[config.mk]
export PLATFORM = sky130hd
export DESIGN_NAME = mac9
export DESIGN_NICKNAME = d
export VERILOG_FILES = /design/src/verilog/conv_pkg.sv /design/src/verilog/mac9.sv
export SDC_FILE = /design/constraint.sdc
export NUM_CORES = 2
export LEC_CHECK = 0
export BUFFER_PORTS_ARGS = -buffer_cell sky130_fd_sc_hd__buf_4
export CORE_UTILIZATION = 50
export CTS_BUF_LIST = sky130_fd_sc_hd__clkbuf_8
export CTS_CLUSTER_DIAMETER = 60
export DETAILED_ROUTE_END_ITERATION = 6
export GPL_ROUTABILITY_DRIVEN = 0
export GPL_TIMING_DRIVEN = 0
export PLACE_DENSITY = 0.66
export SYNTH_ARGS = -nofsm -noshare
export SYNTH_HDL_FRONTEND = slang
export SYNTH_SLANG_ARGS = --single-unit
[constraint.sdc]
create_clock -name clk -period 9.5 [get_ports clk]
set_input_delay 0.95 -clock clk [delete_from_list [all_inputs] [get_ports clk]]
set_output_delay 0.95 -clock clk [all_outputs]
set_load 0.01 [all_outputs]
[src/verilog/conv_pkg.sv]
`default_nettype none

package conv_pkg;

	// word widths
	localparam int data_w = 16;
	localparam int code_w = 18;
	localparam int lanes = 9;
	localparam int addr_w = 10;

	// buffer depths in words
	localparam int in_depth = 1024;
	localparam int out_depth = 512;
	localparam int wt_depth = 64;
	localparam int bias_depth = 16;
	localparam int param_depth = 4;

	// requantize shift and int8 saturation value
	localparam int shift_q = 5;
	localparam int sat_max = 127;

	typedef enum logic [2:0] {
		sel_param,
		sel_bias,
		sel_weight,
		sel_input,
		sel_output
	} mem_sel_t;

	typedef enum logic [2:0] {
		st_idle,
		st_ld_param,
		st_ld_bias,
		st_ld_wt,
		st_ld_in,
		st_calc,
		st_store,
		st_fin
	} ctrl_state_t;

	// acc_single is a kernel whose only group is both first and last
	typedef enum logic [1:0] {
		acc_first,
		acc_mid,
		acc_last,
		acc_single
	} acc_mode_t;

endpackage

`default_nettype wire
[src/verilog/mac9.sv]
`timescale 1ns/1ps
`default_nettype none

module mac9 import conv_pkg::*; (
	input logic clk,
	input logic rstn,
	input logic start,
	input logic [31:0] codebook,
	input logic [code_w-1:0] wt_code,
	input logic load_wt,
	input logic [7:0] in_byte,
	input logic load_lane,
	input logic [3:0] lane_idx,
	input logic [lanes-1:0] lane_valid,
	input logic calc_go,
	output logic [data_w-1:0] group_sum,
	output logic sum_valid
);

	logic [31:0] cb_q;
	logic signed [7:0] wt_q [lanes];
	logic signed [7:0] lane_q [lanes];
	logic signed [data_w-1:0] prod_q [lanes];
	logic signed [data_w-1:0] tree_sum;
	logic prod_v;

	always_ff @(posedge clk) begin
		if (start) begin
			cb_q <= codebook;
		end
	end

	// each 2-bit code picks one codebook byte
	always_ff @(posedge clk) begin
		if (load_wt) begin
			for (int i = 0; i < lanes; i++) begin
				wt_q[i] <= cb_q[{wt_code[2*i +: 2], 3'd0} +: 8];
			end
		end
	end

	// lanes past the group end are zeroed so they add nothing
	always_ff @(posedge clk) begin
		if (load_lane) begin
			for (int j = 0; j < lanes; j++) begin
				if (!lane_valid[j]) begin
					lane_q[j] <= '0;
				end else if (4'(j) == lane_idx) begin
					lane_q[j] <= in_byte;
				end
			end
		end
	end

	always_ff @(posedge clk) begin
		if (calc_go) begin
			for (int i = 0; i < lanes; i++) begin
				prod_q[i] <= lane_q[i] * wt_q[i];
			end
		end
	end

	always_comb begin
		tree_sum = '0;
		for (int i = 0; i < lanes; i++) begin
			tree_sum = tree_sum + prod_q[i];
		end
	end

	always_ff @(posedge clk) begin
		if (prod_v) begin
			group_sum <= tree_sum;
		end
	end

	always_ff @(posedge clk or negedge rstn) begin
		if (!rstn) begin
			prod_v <= 1'b0;
			sum_valid <= 1'b0;
		end else begin
			prod_v <= calc_go;
			sum_valid <= prod_v;
		end
	end

endmodule

`default_nettype wire

== After elaboration in Yosys (flattened, before gate mapping) ==
Memory sizes are Yosys's and may differ from the RTL's.
Cells that the tools add are included.
Cells by class
  equality and inequality tests: 8
  mux-type cells: 76
  $add $sub $neg: 8
  reductions and logical operators: 1
  multipliers: 9
  bitwise logic cells: 9
  shift-type cells: 9
Operators with widths (count)
  32-bit by 6-bit variable part select with 8-bit output: 9
  8-bit by 8-bit multiplier with 16-bit output: 9
  16-bit adder: 8
  8-bit 2-to-1 mux: 9
  1-bit 2-to-1 mux: 67
  3-bit by 4-bit equality test with 1-bit output (first input constant): 4
  1-bit bitwise OR: 9
  2-bit by 4-bit equality test with 1-bit output (first input constant): 2
  1-bit by 4-bit equality test with 1-bit output (first input constant): 1
  4-bit equality test (first input constant): 1
  4-bit zero test: 1
Storage, ports and cells
  memories: 3
  bits in registers: 50
  word-level logic and storage cells: 127
  input bits: 77
  memory bits (writable): 288
  output and inout port bits: 17
Memory list
  prod_q: depth 9, width 16, read ports 9, clocked after Yosys merged registers in 0, wr ports 9, line mac9.sv:23  | logic signed [data_w-1:0] prod_q [lanes];
  lane_q: depth 9, width 8, read ports 9, clocked after Yosys merged registers in 0, wr ports 9, line mac9.sv:22  | logic signed [7:0] lane_q [lanes];
  wt_q: depth 9, width 8, read ports 9, clocked after Yosys merged registers in 0, wr ports 9, line mac9.sv:21  | logic signed [7:0] wt_q [lanes];

== Logic depth before layout (Yosys ltp) ==
  word-level depth: 8
  mapped depth: 16
  gate-level depth less buffers: 16

== Worst setup path after synthesis ==
Ideal clock, no wire load.
  path kind: reg-to-reg
  start: memory wt_q[6][2] (netlist: wt_q[0][50])
  end: memory prod_q[6][15] (netlist: prod_q[0][111]), data pin
  path slack: 4.979 ns
  buffers on the path: 0
  arrival time: 4.261 ns
  data required time: 9.240 ns
  period minus slack after synthesis: 4.521 ns
  setup time: 0.260 ns
  cell stages (with the launch flop): 17
  cells stage by stage: edfxtp_1 -> and2_1 -> fa_1 -> inv_1 -> fa_1 -> inv_1 -> fa_1 -> inv_1 -> fa_1 -> inv_1 -> ha_1 -> o21a_1 -> a2111oi_4 -> nor3_1 -> or3_1 -> a21oi_2 -> xnor2_1
RTL lines (line)
  start, declared: mac9.sv:21
  end, declared: mac9.sv:23

==> summary.md <==
| Metric | Value |
|---|---|
| Status | finished, final reports clean |
| CP top delay family | adder cells |
| Core area | 74,800 sq um |
| Mean number of vias per cell | 5.21 |
| Initial Util | 50.8% |
| Worst Hold Class | in -> async |
| Crit. End Element | register |
| Fin nets | 4,474 |
| Pre-CTS WS | 4.48 ns |
| Cts bufs inserted | 69 |
| Synth Net Count | 4,327 |
| Largest net degree at the start of global routing | 75 |
| Clock Skew | 0.0402 ns |
| Yosys reg bits | 338 |
| Setup Fix Bufs, Post-CTS | 0 |
| Synthesis Warnings | 0 |
| Worst R2R Setup Slack | 4.46 ns |
| Post-synth EDFFs | 336 |
| Clk slew on worst S/H paths | 0.06 ns |
| # Max-Cap Violations | 0 |
| Die ar. | 77,100 sq um |
| RSZ-0062 raised after global routing | false |
| Num ports | 94 |
| CP Max Fanout | 8 |
| Fmax | 0.198 GHz |
| Fin. max-slew vios | 0 |
| Synth Instances | 3,377 |
| TritonRoute pass-1 iters | 6 |
| Crit start category | register |
| Worst-margin pin slew | 1.09 ns |
| Worst-skew pair later-pin latency | 0.66 ns |
| Required time worst endpoint | 9.88 ns |
| Clock Path Buffers | 3 |
| CP Cell Sequence | and2_1, fa_1, inv_1, fa_1, inv_1, fa_1, inv_1, fa_1, inv_1, ha_1, o21a_1, a2111oi_4, nor3_2, or3_1, a21oi_2, xnor2_1 |
| Slowest CP cell | edfxtp_1 |
| Total grt overflow | 0 |
| Layout cells sized above 1 | 7.52% |
| Final setup TNS | 0 ns |
| FFs w/ async S/R, synth | 0.592% |
| Crit share post-route | 53.1% |
| Die width | 278 um |
| Row cnt | 100 |
| All-Layer GR Usage | 24.6% |
| Clk Tree Root Cell | clkbuf_8 |
| Clk sinks | 338 |
| H-tree depth | 3 |
| Final setup fails | 0 |
| Detailed Route WL | 90,500 um |
| Drt first-iter violations | 1,571 |
| Synthesized area per cell | 11.3 sq um |
| WS Path Type | reg -> reg |
| Vias in the first global route | 24,600 |
| Crit path buffers/inverters | 4 |
| Antenna viol nets, final | 0 |
| Primary FF master, synth | edfxtp_1 |
| Number of port buffers | 75 |
| Via Count | 23,700 |
| Initial antenna violation count | 9 |
| Seq/Total Area, Yosys | 26.7% |
| Wire per inst | 19.9 um |
| Post-synth cell types | 49 |
| Min cycle time layout | 5.04 ns |
| Max incr delay on CP | 0.66 ns |
| Die Ht | 278 um |
| Fillers | 6,515 |
| Hold Fails Final Rpt | 0 |
| Placed wire-length estimate | 73,400 um |
| # DRC | 0 |
| Post_cts resized | 0 |
| First-pass GRT wire length | 142,000 um |
| Critical path arrival | 5.43 ns |
| Final worst slack | 4.46 ns |
| Post-Syn Area | 38,000 sq um |
| Worst relative slew slack | 27.2% |
| CTS tree | done |
| CTS Hold Bufs | 0 |
| Syn-to-layout area delta | 8.76% |
## cell usage after synthesis (all sizes together) (4+ instances only)
cell | count | area [sq um]
a211o | 5 | 43.8
mux2 | 9 | 101
nor2b | 78 | 488
nand2b | 21 | 131
o22ai | 5 | 31.3
a31oi | 10 | 62.6
ha | 277 | 3470
o21bai | 11 | 82.6
and3 | 8 | 50.1
a21o | 13 | 98.9
mux4 | 72 | 1620
fa | 596 | 11900
xor2 | 24 | 210
o41a | 4 | 45.0
or3 | 8 | 50.1
o21ai | 49 | 245
xnor2 | 137 | 1200
nor4 | 4 | 25.0
buf | 9 | 33.8
nor3 | 15 | 80.1
nand2 | 155 | 582
edfxtp | 336 | 10100
or4 | 4 | 30.0
nand4 | 9 | 56.3
o21a | 17 | 128
o221ai | 4 | 35.0
and2 | 450 | 2820
a21boi | 4 | 30.0
o211ai | 8 | 60.1
o41ai | 4 | 35.0
a21oi | 51 | 263
inv | 867 | 3250
nor2 | 59 | 221
a211oi | 20 | 150
clkbuf | 15 | 56.3
## layer usage
layer  up-vias  routed length (um)  track usage [%]
met3       132                6280             4.30
met1     12000               40500             35.1
li1      10900                   -                -
met2       730               41400             38.6
met5         -                  13                0
met4         2                2370             7.15
## per-stage QoR
| stage | instance area (sq um) | utilization (%) | std cells | hold WS (ns) |
|---|---|---|---|---|
| 2_1_floorplan | 38000 | - | 3377 | 0.604 |
| 3_3_place_gp | 39800 | 53.2 | 4421 | 0.692 |
| 3_5_place_dp | 39800 | 53.2 | 4422 | 0.702 |
| 4_1_cts | 41300 | 55.3 | 4548 | 0.0249 |
| 6_report | 41400 | 55.3 | 4551 | 0.0762 |
| 5_1_grt | 41300 | 55.3 | 4550 | 0.0538 |
## cell type report
type	instances	area (sq um)	area share (%)
clock inverters	55	539	1.30
flip-flops and latches	338	10100	24.5
clock buffers	71	977	2.36
plain buffers	24	90.1	0.218
well taps	969	1210	2.93
multi-input cells	2147	24500	59.3
inverters	868	3260	7.88
diodes	3	7.51	0.0182
repair buffers	76	594	1.44
## placed cells by master, fill, tap and decap left out, drive strengths merged, types with 8 or more instances in the layout
cell type	netlist	final
a211oi	20	20
a21o	13	13
a21oi	51	51
a31oi	10	10
and2	450	450
and3	8	8
buf	9	85
bufinv	0	10
clkbuf	15	86
clkinv	1	25
clkinvlp	0	8
edfxtp	336	336
fa	596	596
ha	277	277
inv	867	880
mux2	9	9
mux4	72	72
nand2	155	155
nand2b	21	21
nand4	9	9
nor2	59	59
nor2b	78	78
nor3	15	15
o211ai	8	8
o21a	17	17
o21ai	49	49
o21bai	11	11
or3	8	8
xnor2	137	137
xor2	24	24
## registers in the layout, summed over array words and instances, names as in the netlist
name,flops
group_sum,16
wt_q,72
cb_q,32
prod_v,1
lane_q,72
prod_q,144
sum_valid,1
## logic make-up after synthesis
family                     Yosys count  synth area share (%)
AOI/OAI and AO/OA                  213                  3.73
xor gates and xnor gates           161                  3.71
adders and majority gates          873                  40.5
buffers and inverters              892                  8.81
DFF                                338                  26.7
muxes                               82                  4.56
and+or+nand+nor                    818                  12.0
## worst paths after layout
check                                  start       endpoint  depth (start not counted)
max in group asynchronous               rstn         prod_v                          1
worst max-delay path              wt_q[0][3]  prod_q[0][15]                         16
worst min register to register  lane_q[1][0]  prod_q[0][16]                          1
worst min-delay path                    rstn      sum_valid                          1
min in group clk                codebook[19]       cb_q[19]                          1
worst max register to register    wt_q[0][3]  prod_q[0][15]                         16
Power is not shown: default switching activity piles up to over one toggle a cycle in this logic, so the estimate is an artifact.
