<file path="config.mk">
export PLATFORM = sky130hd
export DESIGN_NAME = out_stage
export DESIGN_NICKNAME = d
export VERILOG_FILES = /design/src/verilog/conv_pkg.sv /design/src/verilog/out_stage.sv
export SDC_FILE = /design/constraint.sdc
export NUM_CORES = 1
export LEC_CHECK = 0
export ABC_AREA = 1
export BUFFER_PORTS_ARGS = -buffer_cell sky130_fd_sc_hd__buf_2
export CAP_MARGIN = 20
export CORE_ASPECT_RATIO = 1.5
export CORE_MARGIN = 2
export CORE_UTILIZATION = 46
export CTS_CLUSTER_DIAMETER = 50
export DETAILED_ROUTE_END_ITERATION = 10
export HOLD_SLACK_MARGIN = 0.06
export PLACE_DENSITY = 0.79
export SYNTH_ARGS = -nofsm -noshare
export SYNTH_HDL_FRONTEND = slang
export SYNTH_SLANG_ARGS = --single-unit
</file>
<file path="constraint.sdc">
create_clock -name clk -period 0.8 [get_ports clk]
set_clock_uncertainty 0.1 [all_clocks]
set_input_delay 0.08 -clock clk [delete_from_list [all_inputs] [get_ports clk]]
set_output_delay 0.08 -clock clk [all_outputs]
set_load 0.05 [all_outputs]
</file>
<file path="src/verilog/conv_pkg.sv">
`default_nettype none

package conv_pkg;

	// word widths
	localparam int data_w = 16;
	localparam int code_w = 18;
	localparam int lanes = 9;
	localparam int addr_w = 10;

	// buffer depths in words
	localparam int in_depth = 1024;
	localparam int out_depth = 512;
	localparam int wt_depth = 64;
	localparam int bias_depth = 16;
	localparam int param_depth = 4;

	// requantize shift and int8 saturation value
	localparam int shift_q = 5;
	localparam int sat_max = 127;

	typedef enum logic [2:0] {
		sel_param,
		sel_bias,
		sel_weight,
		sel_input,
		sel_output
	} mem_sel_t;

	typedef enum logic [2:0] {
		st_idle,
		st_ld_param,
		st_ld_bias,
		st_ld_wt,
		st_ld_in,
		st_calc,
		st_store,
		st_fin
	} ctrl_state_t;

	// acc_single is a kernel whose only group is both first and last
	typedef enum logic [1:0] {
		acc_first,
		acc_mid,
		acc_last,
		acc_single
	} acc_mode_t;

endpackage

`default_nettype wire
</file>
<file path="src/verilog/out_stage.sv">
`timescale 1ns/1ps
`default_nettype none

module out_stage import conv_pkg::*; (
	input logic clk,
	input logic rstn,
	input logic store,
	input acc_mode_t acc_mode,
	input logic [data_w-1:0] bias_word,
	input logic [data_w-1:0] old_word,
	input logic [data_w-1:0] group_sum,
	output logic [data_w-1:0] out_wdata
);

	logic use_old;
	logic requant;
	logic [data_w-1:0] base;
	logic [data_w-1:0] run_val;
	logic [data_w-1:0] quant;

	always_comb begin
		use_old = (acc_mode == acc_mid) || (acc_mode == acc_last);
		requant = (acc_mode == acc_last) || (acc_mode == acc_single);
		base = use_old ? old_word : bias_word;
		run_val = base + group_sum;
		// relu, then clip anything above bits 12..5
		if (run_val[data_w-1]) begin
			quant = '0;
		end else if (|run_val[data_w-1 -: 4]) begin
			quant = data_w'(sat_max);
		end else begin
			quant = data_w'(run_val[shift_q +: 8]);
		end
	end

	always_ff @(posedge clk or negedge rstn) begin
		if (!rstn) begin
			out_wdata <= '0;
		end else if (store) begin
			out_wdata <= requant ? quant : run_val;
		end
	end

endmodule

`default_nettype wire

</file>
# --- Word level (Yosys, flattened, before mapping) ---
# Cells that the tools add are included.
classes:
  n_reduce_logical: 3
  muxes: 4
  n_eq_ne: 3
  n_addsub: 1
ops:
  columns: ["cell", "count"]
  rows:
  - ["$mux 16", 3]
  - ["$add 16x16->16", 1]
  - ["$mux 8", 1]
  - ["$eq 2x2->1 const B", 2]
  - ["$reduce_or 4->1", 1]
  - ["$eq 2x1->1 const B", 1]
  - ["$logic_or 1x1->1", 2]
totals:
  out_inout_bits: 16
  regBits: 16
  in_bits: 53
  elab_cells: 12

# --- Longest topological paths before layout ---
# Gate-level depths: netlist of run 1.
logic_depth:
  ltp_word: 8
  ltp_mapped: 19
  mapped_depth_nobuf: 17

# --- Least setup slack after synthesis of run 1 ---
# OpenSTA, ideal clock, no wires.
synth_timing:
  path_kind: "input port to flip-flop"
  startpoint: "input port acc_mode[0]"
  endpoint: "register out_wdata[5]"
  arrival_time_ns: 2.708
  setup_time_ns: 0.118
  path_slack_ns: -2.126
  required_ns: 0.582
  cell_stages: 18
  path_buffers: 2
  cell_sequence: "inv_1 -> ha_1 -> buf_6 -> clkbuf_1 -> mux2_2 -> ha_1 -> fa_1 -> nand2_1 -> nand2_1 -> nand3_1 -> nand2_2 -> nand2_1 -> nand2_1 -> nand2_1 -> nand2_2 -> nor2_4 -> nand3_2 -> a21o_1"
synth_via:
  elab_chain_len: 8
  elab_cells_between_ends: 11
  classes_between: "add/sub (1); eq/ne (3); mux (4); reduce/logical (3)"
synth_rtl:
  columns: ["item", "line", "text"]
  rows:
  - ["from (decl)", "out_stage.sv:8", "input acc_mode_t acc_mode,"]
  - ["$eq 2x1->1 or $eq 2x2->1 (tied branches)", "out_stage.sv:22, out_stage.sv:23", null]
  - ["$logic_or 1x1->1", "out_stage.sv:22", "use_old = (acc_mode == acc_mid) || (acc_mode == acc_last);"]
  - ["$mux 16", "out_stage.sv:24", "base = use_old ? old_word : bias_word;"]
  - ["$add 16x16->16", "out_stage.sv:25", "run_val = base + group_sum;"]
  - ["$reduce_or 4->1", "out_stage.sv:29", "end else if (|run_val[data_w-1 -: 4]) begin"]
  - ["$mux 8", "out_stage.sv:29", null]
  - ["$mux 16", "out_stage.sv:27", "if (run_val[data_w-1]) begin"]
  - ["$mux 16 *", "out_stage.sv:40", "out_wdata <= requant ? quant : run_val;"]
  - ["to (signal assigned)", "out_stage.sv:40", null]
  - ["to (decl)", "out_stage.sv:12", "output logic [data_w-1:0] out_wdata"]
# Mark *: on every way between the ends. The rest lies on a longest branch, timed or not.
# A chain may end at the register's enable or synchronous reset.

# --- Worst setup path after layout of run 1 ---
layout_timing:
  startpoint: "input port acc_mode[0]"
  endpoint: "register out_wdata[1]"
# Same word-level chain as after synthesis.

==> results of run 1 <==
-- worst min-delay path: cells and delay by family --
| family | cells | cell delay, ps |
|---|---|---|
| buf+inv | 2 | 220 |
| compound gates | 2 | 160 |
-- synthesized netlist by cell type --
cell / count / area [um2]
nor3_2: 3 / 30.0
nor2_2: 3 / 18.8
a21oi_1: 13 / 65.1
ha_1: 19 / 238
a21o_1: 1 / 7.51
or2_0: 1 / 6.26
buf_6: 1 / 11.3
dfrtp_1: 16 / 400
nand3_2: 4 / 40.0
and2_1: 1 / 6.26
xor2_1: 2 / 17.5
o21bai_1: 1 / 7.51
inv_1: 38 / 143
nor2_4: 1 / 11.3
fa_1: 1 / 20.0
nand4_1: 2 / 12.5
nand2_2: 10 / 62.6
o21ai_2: 1 / 8.76
nor2_8: 1 / 20.0
xnor2_1: 4 / 35.0
a21oi_2: 1 / 8.76
o31ai_1: 1 / 7.51
xor2_2: 1 / 16.3
nand3_1: 22 / 110
nor2_1: 15 / 56.3
nand2_4: 2 / 22.5
o21ai_0: 9 / 45.0
clkbuf_1: 4 / 15.0
mux2_2: 15 / 169
nand2_1: 91 / 342
inv_2: 4 / 15.0
-- stage by stage --
stage,hold WS [ps],power [uW]
floorplan,-316,3320
global placement,-101,4310
detailed placement,-98.3,4370
CTS,111,5880
global route,187,6780
finish,154,6480
-- worst paths after layout --
path | slack, ps | cells past startpoint | to | from
max in group asynchronous | 160 | 2 | out_wdata[5] | rstn
setup reg to reg | -150 | 3 | out_wdata[5] | out_wdata[5]
min in group asynchronous | 180 | 2 | out_wdata[8] | rstn
setup / recovery | -1630 | 19 | out_wdata[1] | acc_mode[0]
hold / removal | 150 | 4 | out_wdata[6] | store
hold reg to reg | 410 | 2 | out_wdata[8] | out_wdata[8]
-- cells by family (layout without fill, tap and decap cells) --
kind of cell | count (synthesis) | count (layout) | share of synthesized area, %
flip-flops | 16 | 16 | 20.3
adder cells (fa/ha/maj) | 20 | 20 | 13.1
AO/OA/AOI/OAI | 27 | 27 | 7.63
AND/OR/NAND/NOR | 156 | 156 | 37.5
buffers and inverters | 47 | 180 | 9.34
XOR/XNOR | 7 | 7 | 3.50
multiplexers | 15 | 15 | 8.58
-- area by class of cell --
type | count | area (um2)
Multi-Input combinational cell | 225 | 1860
Timing Repair Buffer | 134 | 1010
Fill cell | 221 | 631
Sequential cell | 16 | 400
Inverter | 42 | 165
Tap cell | 46 | 57.6
Clock buffer | 4 | 55.1
-- per-layer routing --
layer,global-route usage [%],up-vias,wire length (um)
li1,-,1183,-
met1,26.0,1185,2580
met2,52.0,95,4220
met3,2.02,26,272
met4,11.2,0,226
met5,0,-,0
-- report_power, final --
group	internal, uW	total [uW]	switching, uW
clock network	437	726	288
logic	2120	4630	2510
registers	984	1130	142
-- layout by cell type (no fill, tap or decap), drive strengths merged, types with 4 or more instances in the layout --
master,count
buf,133
nand2,103
inv,42
nand3,26
nor2,20
ha,19
dfrtp,16
mux2,15
a21oi,14
o21ai,10
clkbuf,4
xnor2,4
-- what timing repair did --
action	CTS	global route
gates cloned	1	0
buffers inserted	14	10
pin swaps	28	29
resized for setup	84	37
setup endpoints to repair	32	32
hold buffers	1	0
endpoints found under the hold margin	16	0
==> metrics.txt, run 1 <==
status=finished, violations left; Biggest register=out_wdata; RSZ-0062 raised after global routing=true; FMAX=412 MHz; CTS tree=built; YS warnings=0; max reg flops=16; routed via count=2489; Syn Area/Cell=roughly 7 um2; GRT overflow=0; slew at the pin closest to its max-slew limit=359 ps; die width=57.4 um; Area Growth Syn to Fin=80.0%; max_slew headroom=approximately 76%; # IOs=69; family with the most delay on the worst path=simple AND/OR/NAND/NOR gates; Max Transition Viols Final=0; critical path's slowest cell=ha_4; crit path DAT=2510 ps; initial antenna violation count=0; Starting Density=between 40% and 50%; post-synthesis cell area=roughly 0.002 mm2; CTS buffer count=3; clk_lat worst skew=250 ps; Cell Count, Final, Fillers Out=467; Routed WL per cell=15.6 um; gr usage total=about a quarter; largest net degree at the start of global routing=17; Die Y=roughly 84 um; Worst-path clk slew=about 60 ps; Final nets=around 500; CP Launch Type=input pin; setup violators final=32; path type of the worst setup path=in -> reg; critical path fanouts, max=7; CP required=890 ps; H-tree depth=1; critical path, cell by cell=buf_8 > inv_8 > ha_4 > buf_12 > buf_6 > mux2_4 > ha_4 > nand2_4 > inv_2 > a21oi_2 > nand2_2 > nand2_2 > nand2_2 > nand2_2 > nand2_4 > buf_6 > nor3_4 > nand2_1 > nand3_1; clk buf depth=2; cell count after synthesis=288; final core utilization=~85%; final instance area=around 0.0035 mm2; first-pass GRT wire length=10200 um; Starting DRT DRC Count=around 130; CP max stage delay=320 ps; Core Region=0.00417 mm2; input/output buffers=68; number of global-route vias before repair=2372; final setup TNS=-27230 ps; Static Leak=~0.0018 uW; Synth Register Bits=16; drt first pass iters=4; Power Density=between 1500 and 2000 mW/mm2; violated checks=setup timing; DR DRC count=0; # Max-Cap Violations=0; Die ar.=0.00483 mm2; CTS Root Cell=clkbuf_8; Fin. Hold Viols=0; final setup margin=-1630 ps; Seq/Total Area, Yosys=between 20% and 30%; GPL Wtd Cong=slightly below 0.9; Hold/Removal Path Class=in -> reg; placed inst area=between 0.002 and 0.003 mm2; cell mode on critical path=nand2_2; hpwl dp=between 4000 and 5000 um; # rows=29; Max IR drop VDD=around 0.0019 V; Final min period=2430 ps; share of cells above drive strength 1=roughly 60%; buffer and inverter count on the worst path=6; Distinct cells, synth=31; Top Registers=out_wdata x16; drt via density=approximately 5.3; pre-CTS setup slack=-2010 ps; Post-DRT Antenna Nets=0; diodes inserted=0; placed cells=437; DRT Wirelength=about 7300 um; CP Capture Type=register; # clock sinks=16; Post-Syn Nets=around 360; Tcrit/Tclk final=303%
No activity file was read; power rests on OpenSTA's default activity.
==> run 2: changes to the inputs <==
Settings changed: TNS_END_PERCENT from default to 30.
==> metrics.txt, run 2 (synthesized netlist as in run 1, its figures left out) <==
DR DRC count=0 (unchanged); H-tree depth=1 (unchanged); # IOs=69 (unchanged); initial antenna violation count=0 (unchanged); final core utilization=81.4% (was 84.9%); critical path fanouts, max=7 (unchanged); diodes inserted=0 (unchanged); RSZ-0062 raised after global routing=true (unchanged); Worst-path clk slew=60 ps (about the same); number of global-route vias before repair=2355 (was 2372); placed cells=435 (was 437); most frequent cells in the layout=75 x nand2_1, 50 x buf_2, 44 x buf_4 (was 65 x nand2_1, 58 x buf_4, 50 x buf_2); final setup margin=-1690 ps (was -1630 ps); max_slew headroom=76.1% (was 75.9%); hpwl dp=4390 um (was 4100 um); Core Region=0.00417 mm2 (unchanged); Fin. Hold Viols=0 (unchanged); slew at the pin closest to its max-slew limit=357 ps (was 359 ps); Tcrit/Tclk final=311% (was 303%); first-pass GRT wire length=9980 um (was 10200 um); Final nets=478 (was 495); Max IR drop VDD=0.00245 V (was 0.00187 V); Post-DRT Antenna Nets=0 (unchanged); Final min period=2490 ps (was 2430 ps); Hold/Removal Path Class=in -> reg (unchanged); crit path DAT=2530 ps (was 2510 ps); Power Density=1810 mW/mm2 (was 1830 mW/mm2); GRT overflow=0 (unchanged); drt first pass iters=5 (was 4); CP Capture Type=register (unchanged); FMAX=401 MHz (was 412 MHz); Cell Count, Final, Fillers Out=449 (was 467); CTS tree=built (unchanged); # rows=29 (unchanged); clk_lat worst skew=240 ps (was 250 ps); input/output buffers=68 (unchanged); Static Leak=0.00179 uW (was 0.00185 uW); path type of the worst setup path=in -> reg (unchanged); placed inst area=0.00266 mm2 (was 0.00277 mm2); max reg flops=16 (unchanged); Top Registers=out_wdata x16 (unchanged); status=finished, violations left (unchanged); CP required=840 ps (was 890 ps); die width=57.4 um (unchanged); Starting DRT DRC Count=143 (was 126); clk buf depth=2 (unchanged); routed via count=2500 (was 2489); # clock sinks=16 (unchanged); DRT Wirelength=7500 um (was 7300 um); CTS buffer count=3 (unchanged); gr usage total=25.9% (was 26.1%); violated checks=setup timing (unchanged); fill cell count=242 (was 221); total design power=6140 uW (was 6480 uW); setup violators final=32 (unchanged); final instance area=0.00340 mm2 (was 0.00354 mm2); Routed WL per cell=16.7 um (was 15.6 um); Biggest register=out_wdata (unchanged); Hold WS=128 ps (was 154 ps); CTS Root Cell=clkbuf_8 (unchanged); drt via density=5.57 (was 5.33); Max Transition Viols Final=0 (unchanged); most common cell after layout, fill and taps aside=nand2_1 (unchanged); share of cells above drive strength 1=55.6% (was 60.3%); # Max-Cap Violations=0 (unchanged); Die Y=84.1 um (unchanged); FF/Latch Area=400 um2 (unchanged); largest net degree at the start of global routing=17 (unchanged); Starting Density=47.2% (unchanged); GPL Wtd Cong=0.903 (was 0.868); Die ar.=0.00483 mm2 (unchanged); CP Launch Type=input pin (unchanged); Area Growth Syn to Fin=72.6% (was 80.0%); area occupied by multi-input gates=0.00187 mm2 (was 0.00186 mm2)
-- run 2: cell types whose count changed in the layout (fill, tap and decap cells not counted), sizes merged --
cell	before	now
clkbuf	4	3
buf	133	116
-- run 2: layout make-up --
class,count,area share [%]
Multi-Input combinational cell,225,55.1
Timing Repair Buffer,117,25.3
Sequential cell,16,11.8
Inverter,42,4.94
Tap cell,46,1.69
Clock buffer,3,1.22
-- run 2: metal layers --
metal | share of wire [%] | global-route usage [%]
met2 | 56 | 50.9
met3 | 4.9 | 2.33
met1 | 34 | 25.9
met5 | 0 | 0
met4 | 5.2 | 11.6
-- run 2: worst paths after layout --
path / slack, ps / start / to / depth (start not counted)
max: -1690 / acc_mode[0] / out_wdata[6] / 18
min: 130 / store / out_wdata[4] / 4
max reg2reg: -140 / out_wdata[5] / out_wdata[5] / 3
min reg2reg: 410 / out_wdata[13] / out_wdata[13] / 2
max in group asynchronous: 160 / rstn / out_wdata[13] / 2
min in group asynchronous: 190 / rstn / out_wdata[0] / 2
-- run 2: what timing repair did --
item                                    4_1_cts  5_1_grt
gates resized for setup                      94       30
hold endpoints to repair                     16        0
endpoints found under the setup margin       32       32
pin swaps                                    20       22
hold buffers                                  1        0
setup buffers                                 9        2
-- run 2: where the power goes --
part | switching (uW) | leakage, uW | internal, uW
clock network | 260 | 0.0000216 | 334
logic | 2480 | 0.00157 | 1940
registers | 140 | 0.000198 | 984
-- run 2: worst max-delay path, stage by stage --
cell     delay, ps
buf_8           90
inv_8           30
ha_4           310
buf_12         140
mux2_4         310
ha_4           300
nand2_2         60
inv_2           70
nand2_4         60
nor3_4         230
nand2_2        100
buf_6          120
nand3_2         50
nand2_2         80
nor2_4         210
nand3_1        120
nand2_1        100
a21oi_2         60
-- run 2: through the flow --
step           setup slack [ps]  setup TNS (ps)
2_1_floorplan             -1810          -25220
3_3_place_gp              -1950          -28700
3_5_place_dp              -2060          -30110
4_1_cts                   -1520          -24790
5_1_grt                   -1750          -28200
6_report                  -1690          -27040
==> run 3: changes to the inputs <==
Settings changed: ABC_AREA 1 to 0, PLACE_DENSITY 0.79 to 0.8.
==> metrics.txt, run 3 <==
status=finished, violations left (unchanged); violated checks=setup timing (unchanged); # rows=28 (was 29); pre-CTS setup slack=-2440 ps (was -2060 ps); Seq/Total Area, Yosys=20.8% (was 20.3%); YS warnings=0 (unchanged); GRT overflow=0 (unchanged); GPL Wtd Cong=0.889 (was 0.903); Max Transition Viols Final=0 (unchanged); Worst-path clk slew=70 ps (was 60 ps); Biggest register=out_wdata (unchanged); Tcrit/Tclk final=366% (was 311%); diodes inserted=0 (unchanged); clk buf depth=2 (unchanged); max reg flops=16 (unchanged); # Max-Cap Violations=0 (unchanged); most common cell after layout, fill and taps aside=buf_4 (was nand2_1); slew at the pin closest to its max-slew limit=539 ps (was 357 ps); routed via count=2690 (was 2500); Fin. Hold Viols=0 (unchanged); Worst setup startpoint=acc_mode[0] (unchanged); most common cell in the netlist=ha_1 (was nand2_1); Logic pwr share=73.6% (was 72.1%); CP required=860 ps (was 840 ps); RR Startpoint=out_wdata[6] (was out_wdata[5]); switching share of total power=45.0% (was 46.9%); H-tree depth=1 (unchanged); Die Y=83.1 um (was 84.1 um); synth cell count leaders=19 x ha_1, 16 x a21oi_1, 16 x dfrtp_1, 16 x mux2_2, 15 x nand2_1 (was 91 x nand2_1, 38 x inv_1, 22 x nand3_1); Main synth FF type=dfrtp_1 (unchanged); Synth Area in Compound Gates=29.8% (was 7.63%); clk_lat worst skew=250 ps (was 240 ps); first-pass GRT wire length=12100 um (was 9980 um); sequential power share=16.4% (was 18.3%); drt first pass iters=6 (was 5); initial antenna violation count=0 (unchanged); Static Leak=0.00169 uW (was 0.00179 uW); Top Registers=out_wdata x16 (unchanged); Starting Density=48.1% (was 47.2%); Final nets=443 (was 478); share of cells above drive strength 1=63.4% (was 55.6%); Post-synth ARST share=100% (unchanged); main combinational cell family by area after synthesis=compound AO/OA/AOI/OAI gates (was simple AND/OR/NAND/NOR gates); CTS Root Cell=clkbuf_8 (unchanged); FMAX=342 MHz (was 401 MHz); cell count after synthesis=212 (was 288); Power Density=2060 mW/mm2 (was 1810 mW/mm2); setup violators final=32 (unchanged); CTS buffer count=3 (unchanged); number of global-route vias before repair=2596 (was 2355); r2r setup slk=-450 ps (was -140 ps); die width=56.8 um (was 57.4 um); Synth Register Bits=16 (unchanged); CTS tree=built (unchanged); # IOs=69 (unchanged); Distinct cells, synth=54 (was 31); post-synthesis cell area=0.00192 mm2 (was 0.00197 mm2); Syn Area/Cell=9.06 um2 (was 6.83 um2); most frequent cells in the layout=82 x buf_4, 50 x buf_2, 23 x buf_6 (was 75 x nand2_1, 50 x buf_2, 44 x buf_4); drt via density=6.50 (was 5.57); DRT Wirelength=9390 um (was 7500 um); Max IR drop VDD=0.00183 V (was 0.00245 V); final setup margin=-2130 ps (was -1690 ps); hpwl dp=5110 um (was 4390 um); Post-Synth XOR/XNOR Area=4.10% (was 3.50%); area share of fa/ha/maj cells after synthesis=13.4% (was 13.1%); RSZ-0062 raised after global routing=true (unchanged); Core Region=0.00399 mm2 (was 0.00417 mm2); simple-gate share of the synthesized area=16.9% (was 37.5%); Starting DRT DRC Count=215 (was 143); Sw Pwr=3320 uW (was 2880 uW); CP Launch Type=input pin (unchanged); Synth area leader=dfrtp_1 (unchanged); Post-DRT Antenna Nets=0 (unchanged); # clock sinks=16 (unchanged); Final min period=2930 ps (was 2490 ps); Pint=4050 uW (was 3260 uW); final instance area=0.00358 mm2 (was 0.00340 mm2); Routed WL per cell=22.7 um (was 16.7 um); Hold/Removal Path Class=in -> async (was in -> reg); path type of the worst setup path=in -> reg (unchanged); CP Capture Type=register (unchanged); Clk pwr share=10.0% (was 9.7%); top cell type's share of synthesized area=20.8% (was 20.3%); critical path fanouts, max=7 (unchanged); input/output buffers=68 (unchanged); crit path DAT=2990 ps (was 2530 ps); Post-Syn Nets=285 (was 361); placed inst area=0.00293 mm2 (was 0.00266 mm2); Die ar.=0.00472 mm2 (was 0.00483 mm2); DR DRC count=0 (unchanged); top cells by area, synth=dfrtp_1 21%, ha_1 12%, mux2_2 9.4% (was dfrtp_1 20%, nand2_1 17%, ha_1 12%); Post-synth EDFFs=0 (unchanged); multiplexer share of the synthesized area=12.0% (was 8.58%); largest net degree at the start of global routing=17 (unchanged); gr usage total=32.1% (was 25.9%); fill cell count=169 (was 242); Area Growth Syn to Fin=86.5% (was 72.6%); max_slew headroom=63.9% (was 76.1%)
-- run 3: what timing repair did --
item,in CTS,in global routing
cloned,1,0
pin swaps,20,16
buffers inserted,7,3
hold buffers,1,0
resized for setup,72,28
hold endpoints to repair,16,0
endpoints found under the setup margin,32,32
-- run 3: final timing paths --
| check | cells after the start | endpoint |
|---|---|---|
| setup / recovery | 14 | out_wdata[5] |
| hold / removal | 2 | out_wdata[1] |
| setup reg to reg | 3 | out_wdata[6] |
| hold reg to reg | 1 | out_wdata[7] |
| max in group asynchronous | 2 | out_wdata[11] |
| min in group clk | 4 | out_wdata[1] |
-- run 3: metal layers --
metal,part of all wire [%],vias up,global-route usage (%)
li1,-,1139,-
met1,33,1258,34.0
met2,53,215,63.0
met3,7.3,78,3.58
met4,7.2,0,10.4
met5,0,-,0
-- run 3: metrics by stage --
step	total power, uW	hold slack (ps)	utilization, %	instances	setup TNS, ps
detailed placement	5170	-90.7	73.5	398	-36830
global placement	5060	-96.8	73.5	398	-35730
CTS	6630	196	84.7	411	-33780
global route	7620	213	89.7	414	-36280
floorplan	3500	-316	-	212	-32570
finish	7370	182	89.7	414	-35260
-- run 3: power groups by stage --
stage	clock network (uW)	logic, uW	registers [uW]
finish	736	5430	1210
global route	780	5620	1210
CTS	710	4750	1170
detailed placement	0	4020	1150
global placement	0	3920	1140
floorplan	0	1650	1850
-- run 3: cells by family (layout without fill, tap and decap cells) --
family / after synthesis / in the layout
adder cells (fa/ha/maj): 20 / 20
XOR/XNOR: 9 / 9
buffers and inverters: 12 / 169
multiplexers: 21 / 21
AO/OA/AOI/OAI: 75 / 75
AND/OR/NAND/NOR: 59 / 59
flip-flops: 16 / 16
-- run 3: cell type report --
type                       count  area, um2  area share, %
multi-input combinational    184       1840           51.3
clock buffer                   4       55.1           1.54
tap                           45       56.3           1.57
sequential                    16        400           11.2
timing repair buffer         159       1200           33.6
inverter                       6       30.0          0.838
-- run 3: critical path, cell delays in order --
cell       delay [ps]
buf_8              90
inv_8              30
ha_4              280
buf_6             140
bufbuf_16         270
mux2_2            360
ha_4              310
and4_4            240
nand2_1            70
a211o_2           300
a221oi_2          340
nor2_1             80
buf_4             180
a32oi_1           230
