<file path="src/verilog/conv_pkg.sv">
`default_nettype none

package conv_pkg;

	// word widths
	localparam int data_w = 16;
	localparam int code_w = 18;
	localparam int lanes = 9;
	localparam int addr_w = 10;

	// buffer depths in words
	localparam int in_depth = 1024;
	localparam int out_depth = 512;
	localparam int wt_depth = 64;
	localparam int bias_depth = 16;
	localparam int param_depth = 4;

	// requantize shift and int8 saturation value
	localparam int shift_q = 5;
	localparam int sat_max = 127;

	typedef enum logic [2:0] {
		sel_param,
		sel_bias,
		sel_weight,
		sel_input,
		sel_output
	} mem_sel_t;

	typedef enum logic [2:0] {
		st_idle,
		st_ld_param,
		st_ld_bias,
		st_ld_wt,
		st_ld_in,
		st_calc,
		st_store,
		st_fin
	} ctrl_state_t;

	// acc_single is a kernel whose only group is both first and last
	typedef enum logic [1:0] {
		acc_first,
		acc_mid,
		acc_last,
		acc_single
	} acc_mode_t;

endpackage

`default_nettype wire
</file>
<file path="src/verilog/conv_ctrl.sv">
`timescale 1ns/1ps
`default_nettype none

module conv_ctrl import conv_pkg::*; (
	input logic clk,
	input logic rstn,
	input logic start,
	output logic param_cs,
	output logic [$clog2(param_depth)-1:0] param_addr,
	input logic [data_w-1:0] param_rdata,
	output logic bias_cs,
	output logic [$clog2(bias_depth)-1:0] bias_addr,
	output logic wt_cs,
	output logic [$clog2(wt_depth)-1:0] wt_addr,
	output logic in_cs,
	output logic [$clog2(in_depth)-1:0] in_addr,
	output logic out_cs,
	output logic out_we,
	output logic [$clog2(out_depth)-1:0] out_addr,
	output logic busy,
	output logic finish,
	output logic load_wt,
	output logic load_lane,
	output logic [3:0] lane_idx,
	output logic [lanes-1:0] lane_valid,
	output logic calc_go,
	input logic sum_valid,
	output acc_mode_t acc_mode,
	output logic store
);

	ctrl_state_t state;
	ctrl_state_t state_nx;
	logic [3:0] step;
	logic step_done;

	logic [addr_w-1:0] rows;
	logic [addr_w-1:0] channels;
	logic [addr_w-1:0] kernels;
	logic [addr_w-1:0] pix;

	logic [addr_w-1:0] k_cnt;
	logic [addr_w-1:0] ch_base;
	logic [addr_w-1:0] pix_cnt;
	logic [$clog2(wt_depth)-1:0] wt_ptr;

	logic [addr_w-1:0] ch_left;
	logic [addr_w-1:0] in_ch;
	logic [addr_w-1:0] in_full;
	logic [addr_w-1:0] out_full;
	logic [3:0] n_lanes;
	logic last_pix;
	logic last_grp;
	logic last_k;

	assign pix = rows * rows;
	assign ch_left = channels - ch_base;
	// last group holds whatever channels remain
	assign last_grp = (ch_left <= addr_w'(lanes));
	assign n_lanes = last_grp ? ch_left[3:0] : 4'(lanes);
	assign last_pix = (pix_cnt == pix - 1'b1);
	assign last_k = (k_cnt == kernels - 1'b1);

	always_comb begin
		case (state)
			st_ld_param: step_done = (step == 4'd3);
			st_ld_bias, st_ld_wt, st_calc: step_done = (step == 4'd1);
			st_ld_in: step_done = (step == n_lanes);
			st_store: step_done = (step == 4'd2);
			default: step_done = 1'b1;
		endcase
	end

	always_comb begin
		state_nx = state;
		case (state)
			st_idle: begin
				if (start) begin
					state_nx = st_ld_param;
				end
			end
			st_ld_param: if (step_done) state_nx = st_ld_bias;
			st_ld_bias: if (step_done) state_nx = st_ld_wt;
			st_ld_wt: if (step_done) state_nx = st_ld_in;
			st_ld_in: if (step_done) state_nx = st_calc;
			st_calc: if (step_done) state_nx = st_store;
			st_store: begin
				// next pixel, next group, next kernel or done
				if (step_done) begin
					if (!last_pix) begin
						state_nx = st_ld_in;
					end else if (!last_grp) begin
						state_nx = st_ld_wt;
					end else if (!last_k) begin
						state_nx = st_ld_bias;
					end else begin
						state_nx = st_fin;
					end
				end
			end
			default: state_nx = st_idle;
		endcase
	end

	always_ff @(posedge clk or negedge rstn) begin
		if (!rstn) begin
			state <= st_idle;
			step <= '0;
		end else begin
			state <= state_nx;
			step <= step_done ? 4'd0 : step + 4'd1;
		end
	end

	// parameter words arrive one cycle after their address
	always_ff @(posedge clk or negedge rstn) begin
		if (!rstn) begin
			rows <= '0;
			channels <= '0;
			kernels <= '0;
		end else if (state == st_ld_param) begin
			case (step)
				4'd1: rows <= param_rdata[addr_w-1:0];
				4'd2: channels <= param_rdata[addr_w-1:0];
				4'd3: kernels <= param_rdata[addr_w-1:0];
				default: ;
			endcase
		end
	end

	always_ff @(posedge clk or negedge rstn) begin
		if (!rstn) begin
			k_cnt <= '0;
			ch_base <= '0;
			pix_cnt <= '0;
		end else if (state == st_idle) begin
			k_cnt <= '0;
			ch_base <= '0;
			pix_cnt <= '0;
		end else if (state == st_store && step_done) begin
			if (!last_pix) begin
				pix_cnt <= pix_cnt + 1'b1;
			end else begin
				pix_cnt <= '0;
				if (!last_grp) begin
					ch_base <= ch_base + addr_w'(lanes);
				end else begin
					ch_base <= '0;
					k_cnt <= k_cnt + 1'b1;
				end
			end
		end
	end

	// weight words are stored in the order they are used
	always_ff @(posedge clk or negedge rstn) begin
		if (!rstn) begin
			wt_ptr <= '0;
		end else if (state == st_idle) begin
			wt_ptr <= '0;
		end else if (state == st_ld_wt && step_done) begin
			wt_ptr <= wt_ptr + 1'b1;
		end
	end

	assign param_addr = step[$clog2(param_depth)-1:0];
	assign bias_addr = k_cnt[$clog2(bias_depth)-1:0];
	assign wt_addr = wt_ptr;
	assign in_ch = ch_base + addr_w'(step);
	assign in_full = in_ch * pix + pix_cnt;
	assign in_addr = in_full[$clog2(in_depth)-1:0];
	assign out_full = k_cnt * pix + pix_cnt;
	assign out_addr = out_full[$clog2(out_depth)-1:0];

	assign busy = (state != st_idle);
	assign finish = (state == st_fin);
	assign param_cs = (state == st_ld_param);
	assign bias_cs = (state == st_ld_bias) && (step == 4'd0);
	assign wt_cs = (state == st_ld_wt) && (step == 4'd0);
	assign in_cs = (state == st_ld_in) && (step != n_lanes);
	// store reads the old word, waits, then writes it back
	assign out_cs = (state == st_store) && (step != 4'd1);
	assign out_we = (state == st_store) && (step == 4'd2);
	assign load_wt = (state == st_ld_wt) && (step == 4'd1);
	assign load_lane = (state == st_ld_in) && (step != 4'd0);
	assign lane_idx = step - 4'd1;
	assign calc_go = (state == st_calc) && (step == 4'd0);

	always_comb begin
		for (int j = 0; j < lanes; j++) begin
			lane_valid[j] = (4'(j) < n_lanes);
		end
	end

	always_comb begin
		if (ch_base == '0) begin
			acc_mode = last_grp ? acc_single : acc_first;
		end else begin
			acc_mode = last_grp ? acc_last : acc_mid;
		end
	end

	// old word is on the output buffer read port one cycle after the sum
	always_ff @(posedge clk or negedge rstn) begin
		if (!rstn) begin
			store <= 1'b0;
		end else begin
			store <= sum_valid;
		end
	end

endmodule

`default_nettype wire

</file>
<file path="config.mk">
export PLATFORM = sky130hd
export DESIGN_NAME = conv_ctrl
export DESIGN_NICKNAME = d
export VERILOG_FILES = /design/src/verilog/conv_pkg.sv /design/src/verilog/conv_ctrl.sv
export SDC_FILE = /design/constraint.sdc
export NUM_CORES = 1
export LEC_CHECK = 0
export CELL_PAD_IN_SITES_DETAIL_PLACEMENT = 1
export CELL_PAD_IN_SITES_GLOBAL_PLACEMENT = 2
export CORE_MARGIN = 8
export CORE_UTILIZATION = 44
export CTS_CLUSTER_DIAMETER = 30
export CTS_CLUSTER_SIZE = 16
export DETAILED_ROUTE_END_ITERATION = 8
export DONT_BUFFER_PORTS = 1
export GPL_ROUTABILITY_DRIVEN = 1
export PLACE_DENSITY = 0.87
export SETUP_SLACK_MARGIN = 0.1
export SLEW_MARGIN = 0
export SYNTH_ARGS = -nofsm -noshare
export SYNTH_HDL_FRONTEND = slang
export SYNTH_SLANG_ARGS = --single-unit
</file>
<file path="constraint.sdc">
create_clock -name clk -period 22.2 [get_ports clk]
set_input_delay 2.22 -clock clk [delete_from_list [all_inputs] [get_ports clk]]
set_output_delay 2.22 -clock clk [all_outputs]
set_load 0.01 [all_outputs]
</file>
## Word-level counts from Yosys, hierarchy flattened

Index checks and enable logic that the tools add are counted.
W data, S select, Z words.

| operators by class | value |
|---|---|
| reductions and logical operators | 26 |
| order comparisons | 10 |
| add/sub/neg operators | 12 |
| eq/ne operators | 22 |
| mux-type cells | 30 |
| $mul | 3 |

Operator list:

| cell | count |
|---|---|
| $mux W10 | 11 |
| $mux W3 | 10 |
| $pmux W3 S7 | 1 |
| $add A10 B1 Y10 const B | 2 |
| $eq A10 B10 Y1 | 2 |
| $mul A10 B10 Y10 | 2 |
| $sub A10 B1 Y10 const B | 2 |
| $lt A3 B4 Y1 const A | 4 |
| $eq A3 B3 Y1 const B | 4 |
| $mux W6 | 2 |
| $ne A2 B2 Y1 const B | 6 |
| $add A10 B10 Y10 | 1 |
| $add A10 B4 Y10 | 1 |
| $add A10 B4 Y10 const B | 1 |
| $le A10 B4 Y1 const B | 1 |
| $logic_and A1 B1 Y1 | 10 |
| $logic_not A10 Y1 | 1 |
| $mul A10 B10 Y9 | 1 |
| $sub A10 B10 Y10 | 1 |
| $add A9 B9 Y9 | 1 |
| $eq A4 B2 Y1 const B | 2 |
| $lt A1 B4 Y1 const A | 2 |
| $lt A2 B4 Y1 const A | 2 |
| $mux W4 | 2 |
| other kinds (22) | 31 |

| storage, ports and cells | value |
|---|---|
| input bits | 20 |
| register bits | 74 |
| word-level logic and storage cells | 113 |
| output and inout bits | 58 |

## Logic depth before layout (Yosys ltp)

Gate-level depths: netlist (run 1).

| depth | value |
|---|---|
| word-level depth | 8 |
| mapped depth | 36 |
| depth with buffers taken out | 33 |

## Worst setup path before layout (run 1)

No wires, ideal clock.

| timing | value |
|---|---|
| path type | flip-flop to output port |
| start point | reg rows[0] |
| end point | out in_addr[9] |
| buffers on the path | 2 |
| data required time | 19.980 ns |
| arrival | 8.281 ns |
| slack | 11.699 ns |
| stages on the path, launching flop included | 34 |
| cells stage by stage | dfrtp_1 -> clkbuf_1 -> clkbuf_1 -> nand2_1 -> fa_1 -> fa_1 -> inv_1 -> ha_1 -> inv_1 -> fa_1 -> inv_1 -> fa_1 -> ha_1 -> nor2b_1 -> a221oi_1 -> o311ai_4 -> and2_1 -> ha_1 -> ha_1 -> inv_1 -> fa_1 -> inv_1 -> fa_1 -> inv_1 -> fa_1 -> xor2_1 -> xnor2_1 -> xnor2_1 -> xnor2_1 -> xnor2_1 -> xnor2_1 -> xnor2_1 -> xnor2_1 -> xnor3_1 |

| between the ends | value |
|---|---|
| cells in the longest elaborated chain, start to end | 3 |

Ends and longest elaborated chain:

| item | line | RTL |
|---|---|---|
| start: declaration | conv_ctrl.sv:37 | `logic [addr_w-1:0] rows;` |
| start signal: assignment | conv_ctrl.sv:123 | `4'd1: rows <= param_rdata[addr_w-1:0];` |
| $mul A10 B10 Y10 | conv_ctrl.sv:56 | `assign pix = rows * rows;` |
| $mul A10 B10 Y10 | conv_ctrl.sv:170 | `assign in_full = in_ch * pix + pix_cnt;` |
| $add A10 B10 Y10 | conv_ctrl.sv:170 |  |
| end: declaration | conv_ctrl.sv:16 | `output logic [$clog2(in_depth)-1:0] in_addr,` |

No other way between the ends.

## Final worst setup path (run 1)

| timing | value |
|---|---|
| start point | reg rows[1] |
| end point | out in_addr[9] |

Same word-level chain as after synthesis.

==> metrics.yaml, run 1 <==
clock_path_buffers: 2
synth.area.top_cells: "dfrtp_1 (21%), ha_1 (14%), fa_1 (13%)"
drt_iter0_markers: 272
first_pass_iters: 4
slew_violations: 0
finalHoldViolations: 0
antenna_found_initial: 0
finClkSkew_ps: 12.0
critPathArrivalTime_ps: 9270
antenna_cells: 0
die_h_um: 158
yosysUniqueCellTypes: 69
start_util_pct: 44.4
r2r_cells: 17
r2r_slack_ps: 15460
start_kind: "flip-flop"
wirelength_um: 23900
cts.sinks: 73
cts.clk_slew.worst_paths_ps: 60
grt_pass1_wl_um: 39700
post_cts_buffers: 0
htree_levels: 3
post-route-min-period_ps: 11490
yosys_warnings: 0
crit_top_cell: "inv_1"
fmax_ghz: 0.0871
portBuffers: 0
grt_start_max_net_pins: 74
ys_seq_elements: 73
r2r_start: "rows[1]$_DFFE_PN0P_"
cts_root_buf: "clkbuf_16"
layout.nets: 1155
status: "finished, final reports clean"
cp_slowest_cell: "dfrtp_1"
vias_per_cell: 5.59
holdPathEnd: "rows[8]$_DFFE_PN0P_"
numCtsBuffers: 9
slew_headroom_pct: 43.1
grt_pass1_vias: 7539
vias: 6984
rows: 52
gp_congestion: 0.802
synth_async_sr_flop_share_pct: 100
cp_max_fo: 16
worst_ep_required_time_ps: 19980
hold-path-cell-count: 1
min_from: "rows[8]$_DFFE_PN0P_"
ios: 78
slowest_delay_ps: 590
synth_top_area_share_pct: 20.5
coreArea_mm2: 0.0200
holdBufCountCts: 0
synth_area_leader_cell: "dfrtp_1"
syn-num-nets: 1176
setup_viol: 0
die_w_um: 158
synth-edff-count: 0
rsz0062_at_grt: "no"
path_class: "flip-flop to output port"
cts_tree: "done"
postSynthAreaPerCell_um2: 8.94
yosysSeqAreaShare_pct: 20.5
drc_errors: 0
syn_to_final_growth_pct: 5.25
r2r-end: "ch_base[9]$_DFFE_PN0P_"
tns_ps: 0
timing.final.crit_share_pct: 51.7
worst_hold_path_type: "flip-flop to flip-flop"
grt_usage_pct: 19.9
final_cells: 1250
synth_flop_cell: "dfrtp_1"
drive_above_1_share_pct: 6.73
worst_slew_pin_slew_ps: 851
ctsResizeCount: 0
ant_nets: 0
netlist_area_mm2: 0.00891
grt.overflow.total: 0
die-area_mm2: 0.0250
insertion_delay_ps: 340
dp_hpwl_um: 18800
syn_inst: 996
wl_per_cell_um: 19.2
endpoint_kind: "output port"
drv_cap: 0
dp.cells: 1234
## cell usage in the layout (no fill, tap or decap), drive strengths merged, types with 6 or more instances in the layout
cell      n
mux2     32
nand2    67
a211oi    6
nand3    24
nor3     18
o31ai     7
clkbuf   10
and2     64
o21ai    37
nor2b     8
nand2b   11
a31oi     7
or3       8
o21a      9
a21oi    34
inv     121
nor2     61
a21o      8
nand4    16
and3     17
ha      103
dfrtp    73
xor2     25
fa       57
xnor2    73
nor4      6
## per-layer routing
metal  global-route usage [%]  wire, um  vias to the layer above
met1                     24.7     10700                     3550
met2                     35.5     12000                      110
li1                         -         -                     3300
met5                        0         0                        -
met3                     3.09       873                       24
met4                     4.49       373                        0
## worst max-delay path by stage
stage / from / end / slack, ps / depth (start not counted)
floorplan: rows[0]$_DFFE_PN0P_ / in_addr[9] / 11700 / 33
global route: rows[1]$_DFFE_PN0P_ / in_addr[9] / 10320 / 33
detailed placement: rows[1]$_DFFE_PN0P_ / in_addr[9] / 11000 / 33
finish: rows[1]$_DFFE_PN0P_ / in_addr[9] / 10710 / 33
CTS: rows[1]$_DFFE_PN0P_ / in_addr[9] / 10620 / 33
global placement: rows[1]$_DFFE_PN0P_ / in_addr[9] / 11090 / 33
## kinds of logic (layout without fill, tap and decap cells)
logic type	after synthesis	count (layout)	share of synthesized area [%]
DFF	73	73	20.5
AOI/OAI and AO/OA	145	145	10.9
and+or+nand+nor	322	322	19.2
adders and majority gates	160	160	27.3
xor gates and xnor gates	101	101	10.4
muxes	36	36	4.50
buffers and inverters	159	143	7.24
## layout make-up
class                      instances  area [um2]
fill                            2382       10700
inverter                         122         458
clock buffer                      10         229
clock inverter                     6        45.0
sequential                        73        1830
tap                              270         338
timing repair buffer               5        37.5
multi-input combinational        764        6440
## stage by stage
stage	instance area, um2	hold slack, ps	utilization (%)	setup WS, ps
floorplan	8910	471	-	11700
global placement	9100	483	45.4	11090
detailed placement	9100	486	45.4	11000
CTS	9370	500	46.8	10620
global route	9370	508	46.8	10320
finish	9370	498	46.8	10710
## sequential cells by signal (all words and copies together), names as in the netlist
signal / cells
step: 4
ch_base: 10
channels: 10
k_cnt: 10
state: 3
pix_cnt: 10
rows: 9
wt_addr: 6
store: 1
kernels: 10
## cell usage after synthesis (8+ instances only)
master / count
nand4_1: 15
nand2_1: 67
dfrtp_1: 73
o21ai_0: 34
buf_4: 8
inv_1: 121
a21oi_1: 32
nor3_1: 18
ha_1: 103
o21a_1: 9
mux2_2: 32
nor2_1: 61
xor2_1: 25
nor2b_1: 8
xnor2_1: 73
a21o_1: 8
and3_1: 16
nand2b_1: 11
or3_1: 8
fa_1: 57
clkbuf_1: 25
and2_1: 63
nand3_1: 24
## worst max-delay path: cells and delay by family, from the launching register on
kind                     cells  cell delay [ps]
adder cells (fa/ha/maj)     11             4780
AO/OA/AOI/OAI                2              470
flip-flops                   1              590
buffers and inverters        8              410
AND/OR/NAND/NOR              3              910
XOR/XNOR                     9             1730
Power of run 1 is not shown: default switching activity piles up to over one toggle a cycle in this logic, so the estimate is an artifact.
==> inputs of run 2 (changes only) <==
--- a/config.mk
+++ b/config.mk
@@ -8,13 +8,13 @@
 export CELL_PAD_IN_SITES_DETAIL_PLACEMENT = 1
 export CELL_PAD_IN_SITES_GLOBAL_PLACEMENT = 2
 export CORE_MARGIN = 8
-export CORE_UTILIZATION = 44
+export CORE_UTILIZATION = 37
 export CTS_CLUSTER_DIAMETER = 30
 export CTS_CLUSTER_SIZE = 16
 export DETAILED_ROUTE_END_ITERATION = 8
 export DONT_BUFFER_PORTS = 1
 export GPL_ROUTABILITY_DRIVEN = 1
-export PLACE_DENSITY = 0.87
+export PLACE_DENSITY = 0.78
 export SETUP_SLACK_MARGIN = 0.1
 export SLEW_MARGIN = 0
 export SYNTH_ARGS = -nofsm -noshare
==> constraint.sdc (replaced) <==
create_clock -name clk -period 9.9 [get_ports clk]
set_input_delay 0.99 -clock clk [delete_from_list [all_inputs] [get_ports clk]]
set_output_delay 0.99 -clock clk [all_outputs]
set_load 0.01 [all_outputs]
==> run 2 against run 1 <==
Compared with the run above: die area increased by 17%; first-iteration DRC count shrank 5.1%; worst hold slack worse by 170 ps; flip-flop and latch count is the same; clock skew increased by 1.3 ps; core utilization is 5.8 points lower; clock-buffer cell count stayed put; global-route usage fell by 3.0 points; highest routed layer unchanged.
==> metrics.yaml, run 2 (synthesis results as in run 1) <==
tns_ps: 0
layout.nets: 1162
final_cells: 1306
dpl-instance-area_mm2: 0.00916
path_class: "flip-flop to output port"
die_h_um: 171
status: "finished, final reports clean"
antenna_found_initial: 0
finClkSkew_ps: 13.3
endpoint_kind: "output port"
gp_congestion: 0.804
cp_max_fo: 8
antenna_cells: 0
start_kind: "flip-flop"
grt_start_max_net_pins: 74
grt.overflow.total: 0
wl_per_cell_um: 18.5
drv_cap: 0
slew_violations: 0
fmax_ghz: 0.107
critPathArrivalTime_ps: 8360
grt_usage_pct: 16.9
timing.final.crit_share_pct: 94.4
portBuffers: 0
slew_headroom_pct: 42.5
cts.sinks: 73
cts_root_buf: "clkbuf_16"
coreArea_mm2: 0.0235
htree_levels: 3
start_util_pct: 37.8
dp_hpwl_um: 19200
nFillCells: 2766
finalHoldViolations: 0
syn_to_final_growth_pct: 8.20
worst_ep_required_time_ps: 8910
ios: 78
rows: 56
cts_tree: "done"
vias_per_cell: 5.28
setup_viol: 0
post-route-min-period_ps: 9350
vias: 6890
worst_hold_path_type: "primary input to async pin"
grt_pass1_wl_um: 39000
numCtsBuffers: 9
ant_nets: 0
layout_common_cells: "inv_1 (121), ha_1 (100), xnor2_1 (73)"
die_w_um: 171
grt_pass1_vias: 7299
die-area_mm2: 0.0293
slowest_delay_ps: 530
cts.clk_slew.worst_paths_ps: 70
layout_commonest_cell: "inv_1"
rsz0062_at_grt: "no"
fin_area_mm2: 0.00964
first_pass_iters: 4
insertion_delay_ps: 350
drt_iter0_markers: 258
holdWs_ps: 329
worst_slew_pin_slew_ps: 861
cp_slowest_cell: "fa_1"
wirelength_um: 24200
drc_errors: 0
dp.cells: 1283
clock_path_buffers: 2
drive_above_1_share_pct: 8.61
## run 2: path summary, 6_finish.rpt
check | from | slack, ps | depth (start not counted) | endpoint
worst max-delay path | rows[3]$_DFFE_PN0P_ | 550 | 29 | in_addr[9]
max in group asynchronous | rstn | 9400 | 0 | rows[2]$_DFFE_PN0P_
worst min register to register | channels[0]$_DFFE_PN0P_ | 510 | 1 | channels[0]$_DFFE_PN0P_
worst min-delay path | rstn | 330 | 0 | pix_cnt[3]$_DFFE_PN0P_
worst max register to register | rows[3]$_DFFE_PN0P_ | 3590 | 18 | k_cnt[3]$_DFFE_PN0P_
min in group clk | channels[0]$_DFFE_PN0P_ | 510 | 1 | channels[0]$_DFFE_PN0P_
## run 2: critical path, delay by kind of cell (launching register included)
kind / cells / cell delay [ps]
AOI/OAI and AO/OA: 2 / 480
xor gates and xnor gates: 9 / 1590
adders and majority gates: 11 / 4880
buffers and inverters: 4 / 220
DFF: 1 / 450
and+or+nand+nor: 3 / 400
## run 2: layout make-up
cell class,instances,area [um2],area share (%)
Multi-Input combinational cell,764,6480,67.3
Sequential cell,73,1830,19.0
Inverter,122,458,4.75
Tap cell,319,399,4.14
Clock buffer,10,239,2.48
Clock inverter,6,138,1.43
Timing Repair Buffer,12,90.1,0.935
## run 2: metrics by stage
step                setup WS (ps)  util, %
global placement              593     38.9
global route                  108     40.9
detailed placement            434     38.9
floorplan                     629        -
CTS                           119     40.5
finish                        550     40.9
## run 2: what timing repair did
| action | CTS | global route |
|---|---|---|
| setup buffers | 0 | 7 |
| hold buffers | 0 | 0 |
| setup endpoints to repair | 1 | 2 |
| pin swaps | 0 | 10 |
| gates resized for setup | 2 | 11 |
## run 2: per-layer routing
metal	routed length (um)	GRT usage [%]	vias to the layer above
met5	0	0	-
met4	420	4.42	0
met3	933	2.72	27
met2	11800	29.4	84
met1	11000	21.4	3457
li1	-	-	3322
Power of run 2 is left out for the same reason.
==> inputs of run 3 (changes only) <==
==> constraint.sdc (replaced) <==
create_clock -name clk -period 9.9 [get_ports clk]
set_input_delay 1.98 -clock clk [delete_from_list [all_inputs] [get_ports clk]]
set_output_delay 1.98 -clock clk [all_outputs]
set_load 0.1 [all_outputs]
==> run 3 against run 2 <==
Compared with the run above: the flow now finishes with violations (setup timing); flip-flop and latch count stayed put; clock-buffer cell count stayed put; critical path depth is 1 higher; first-iteration DRC count is 12% higher; global-route usage is 0.70 points higher; die area stayed put; setup slack worse by 920 ps; fmax is 8.9% lower; clock skew is 4.1 ps lower; design area is 7.1% higher; critical endpoint unchanged.
==> metrics.yaml, run 3 (synthesis results as in run 1) <==
endpoint_kind: "output port"
start_kind: "flip-flop"
worst_ep_required_time_ps: 7920
slew_headroom_pct: 20.8
cp_max_fo: 5
gp_congestion: 0.834
path_class: "flip-flop to output port"
vias: 7027
post-route-min-period_ps: 10270
layout_commonest_cell: "inv_1"
slew_violations: 0
violations: "setup timing"
grt_start_max_net_pins: 74
drive_above_1_share_pct: 17.5
grt.overflow.total: 0
setup_viol: 2
die_h_um: 171
layout_common_cells: "inv_1 (115), ha_1 (95), dfrtp_1 (68)"
critPathArrivalTime_ps: 8290
die-area_mm2: 0.0293
wirelength_um: 24600
layout.nets: 1201
ios: 78
cts_root_buf: "clkbuf_16"
rows: 56
numCtsBuffers: 9
cts.clk_slew.worst_paths_ps: 60
htree_levels: 3
syn_to_final_growth_pct: 15.9
die_w_um: 171
r2r_cells: 23
ant_nets: 0
cp_slowest_cell: "fa_1"
drt_iter0_markers: 289
fmax_ghz: 0.0974
worst_hold_path_type: "flip-flop to flip-flop"
start_util_pct: 37.8
vias_per_cell: 5.22
first_pass_iters: 5
drv_cap: 0
setup_ws_ps: -366
hold-path-cell-count: 1
grt_usage_pct: 17.6
coreArea_mm2: 0.0235
tns_ps: -482
clock_path_buffers: 2
antenna_found_initial: 0
holdBufCountCts: 0
cts.sinks: 73
timing.final.crit_share_pct: 104
dpl_worst_slack_ps: -145
cts_tree: "done"
finalHoldViolations: 0
status: "finished with violations"
grt_pass1_wl_um: 40600
grt_pass1_vias: 7505
insertion_delay_ps: 350
finClkSkew_ps: 9.18
slowest_delay_ps: 560
dp_hpwl_um: 19500
antenna_cells: 0
worst_slew_pin_slew_ps: 1190
portBuffers: 0
drc_errors: 0
rsz0062_at_grt: "yes"
wl_per_cell_um: 18.3
run 3: cell count changes in the layout (fill, tap and decap cells not counted), moves of 5 or more:
cell,delta
buf_4,+29
ha_1,-5
ha_4,+6
inv_1,-6
inv_2,+6
nand2_1,-5
xnor2_1,-11
xnor2_2,+9
run 3: layer usage:
metal  track usage, %  up-vias  share of wire (%)  wire length [um]
met5                0        -                  0                 0
met4             5.07        0                1.8               446
met3             3.34       29                3.9               954
met2             30.0       93                 48             11800
met1             22.3     3504                 46             11300
li1                 -     3401                  -                 -
run 3: path summary, 6_finish.rpt:
check / start / end / slack, ps
min: channels[2]$_DFFE_PN0P_ / channels[2]$_DFFE_PN0P_ / 510
max in group asynchronous: rstn / rows[5]$_DFFE_PN0P_ / 8450
max: rows[1]$_DFFE_PN0P_ / in_addr[9] / -370
min reg2reg: channels[2]$_DFFE_PN0P_ / channels[2]$_DFFE_PN0P_ / 510
max reg2reg: rows[3]$_DFFE_PN0P_ / k_cnt[3]$_DFFE_PN0P_ / 3660
min in group asynchronous: rstn / pix_cnt[2]$_DFFE_PN0P_ / 1320
run 3: timing repair:
| action | in CTS | in global routing |
|---|---|---|
| gates resized for setup | 16 | 7 |
| gates cloned | 0 | 0 |
| pin swaps | 27 | 23 |
| endpoints found under the setup margin | 2 | 3 |
| setup buffers | 1 | 0 |
run 3: metrics by stage:
step / instances / hold WS [ps] / utilization, % / area [um2]
after global placement: 1328 / 484 / 42.2 / 9940
after CTS: 1345 / 516 / 43.8 / 10300
after detailed placement: 1328 / 501 / 42.2 / 9940
after global routing: 1345 / 546 / 43.9 / 10300
final: 1345 / 514 / 43.9 / 10300
after floorplan: 996 / 471 / - / 9110
run 3: critical path: cells and delay by family, from the launching register on:
family                     cells  cell delay (ps)
DFF                            1              440
buffers and inverters          5              380
and+or+nand+nor                3              320
adders and majority gates     11             4560
AOI/OAI and AO/OA              2              490
xor gates and xnor gates       9             1710
run 3: final cells by class:
class	count	area, um2
clock buffers	10	239
clock inverters	6	50.0
fillers	2772	13200
inverters	122	458
multi-input cells	764	6810
flip-flops and latches	73	1830
well taps	319	399
repair buffers	51	532
Power of run 3 is left out for the same reason.
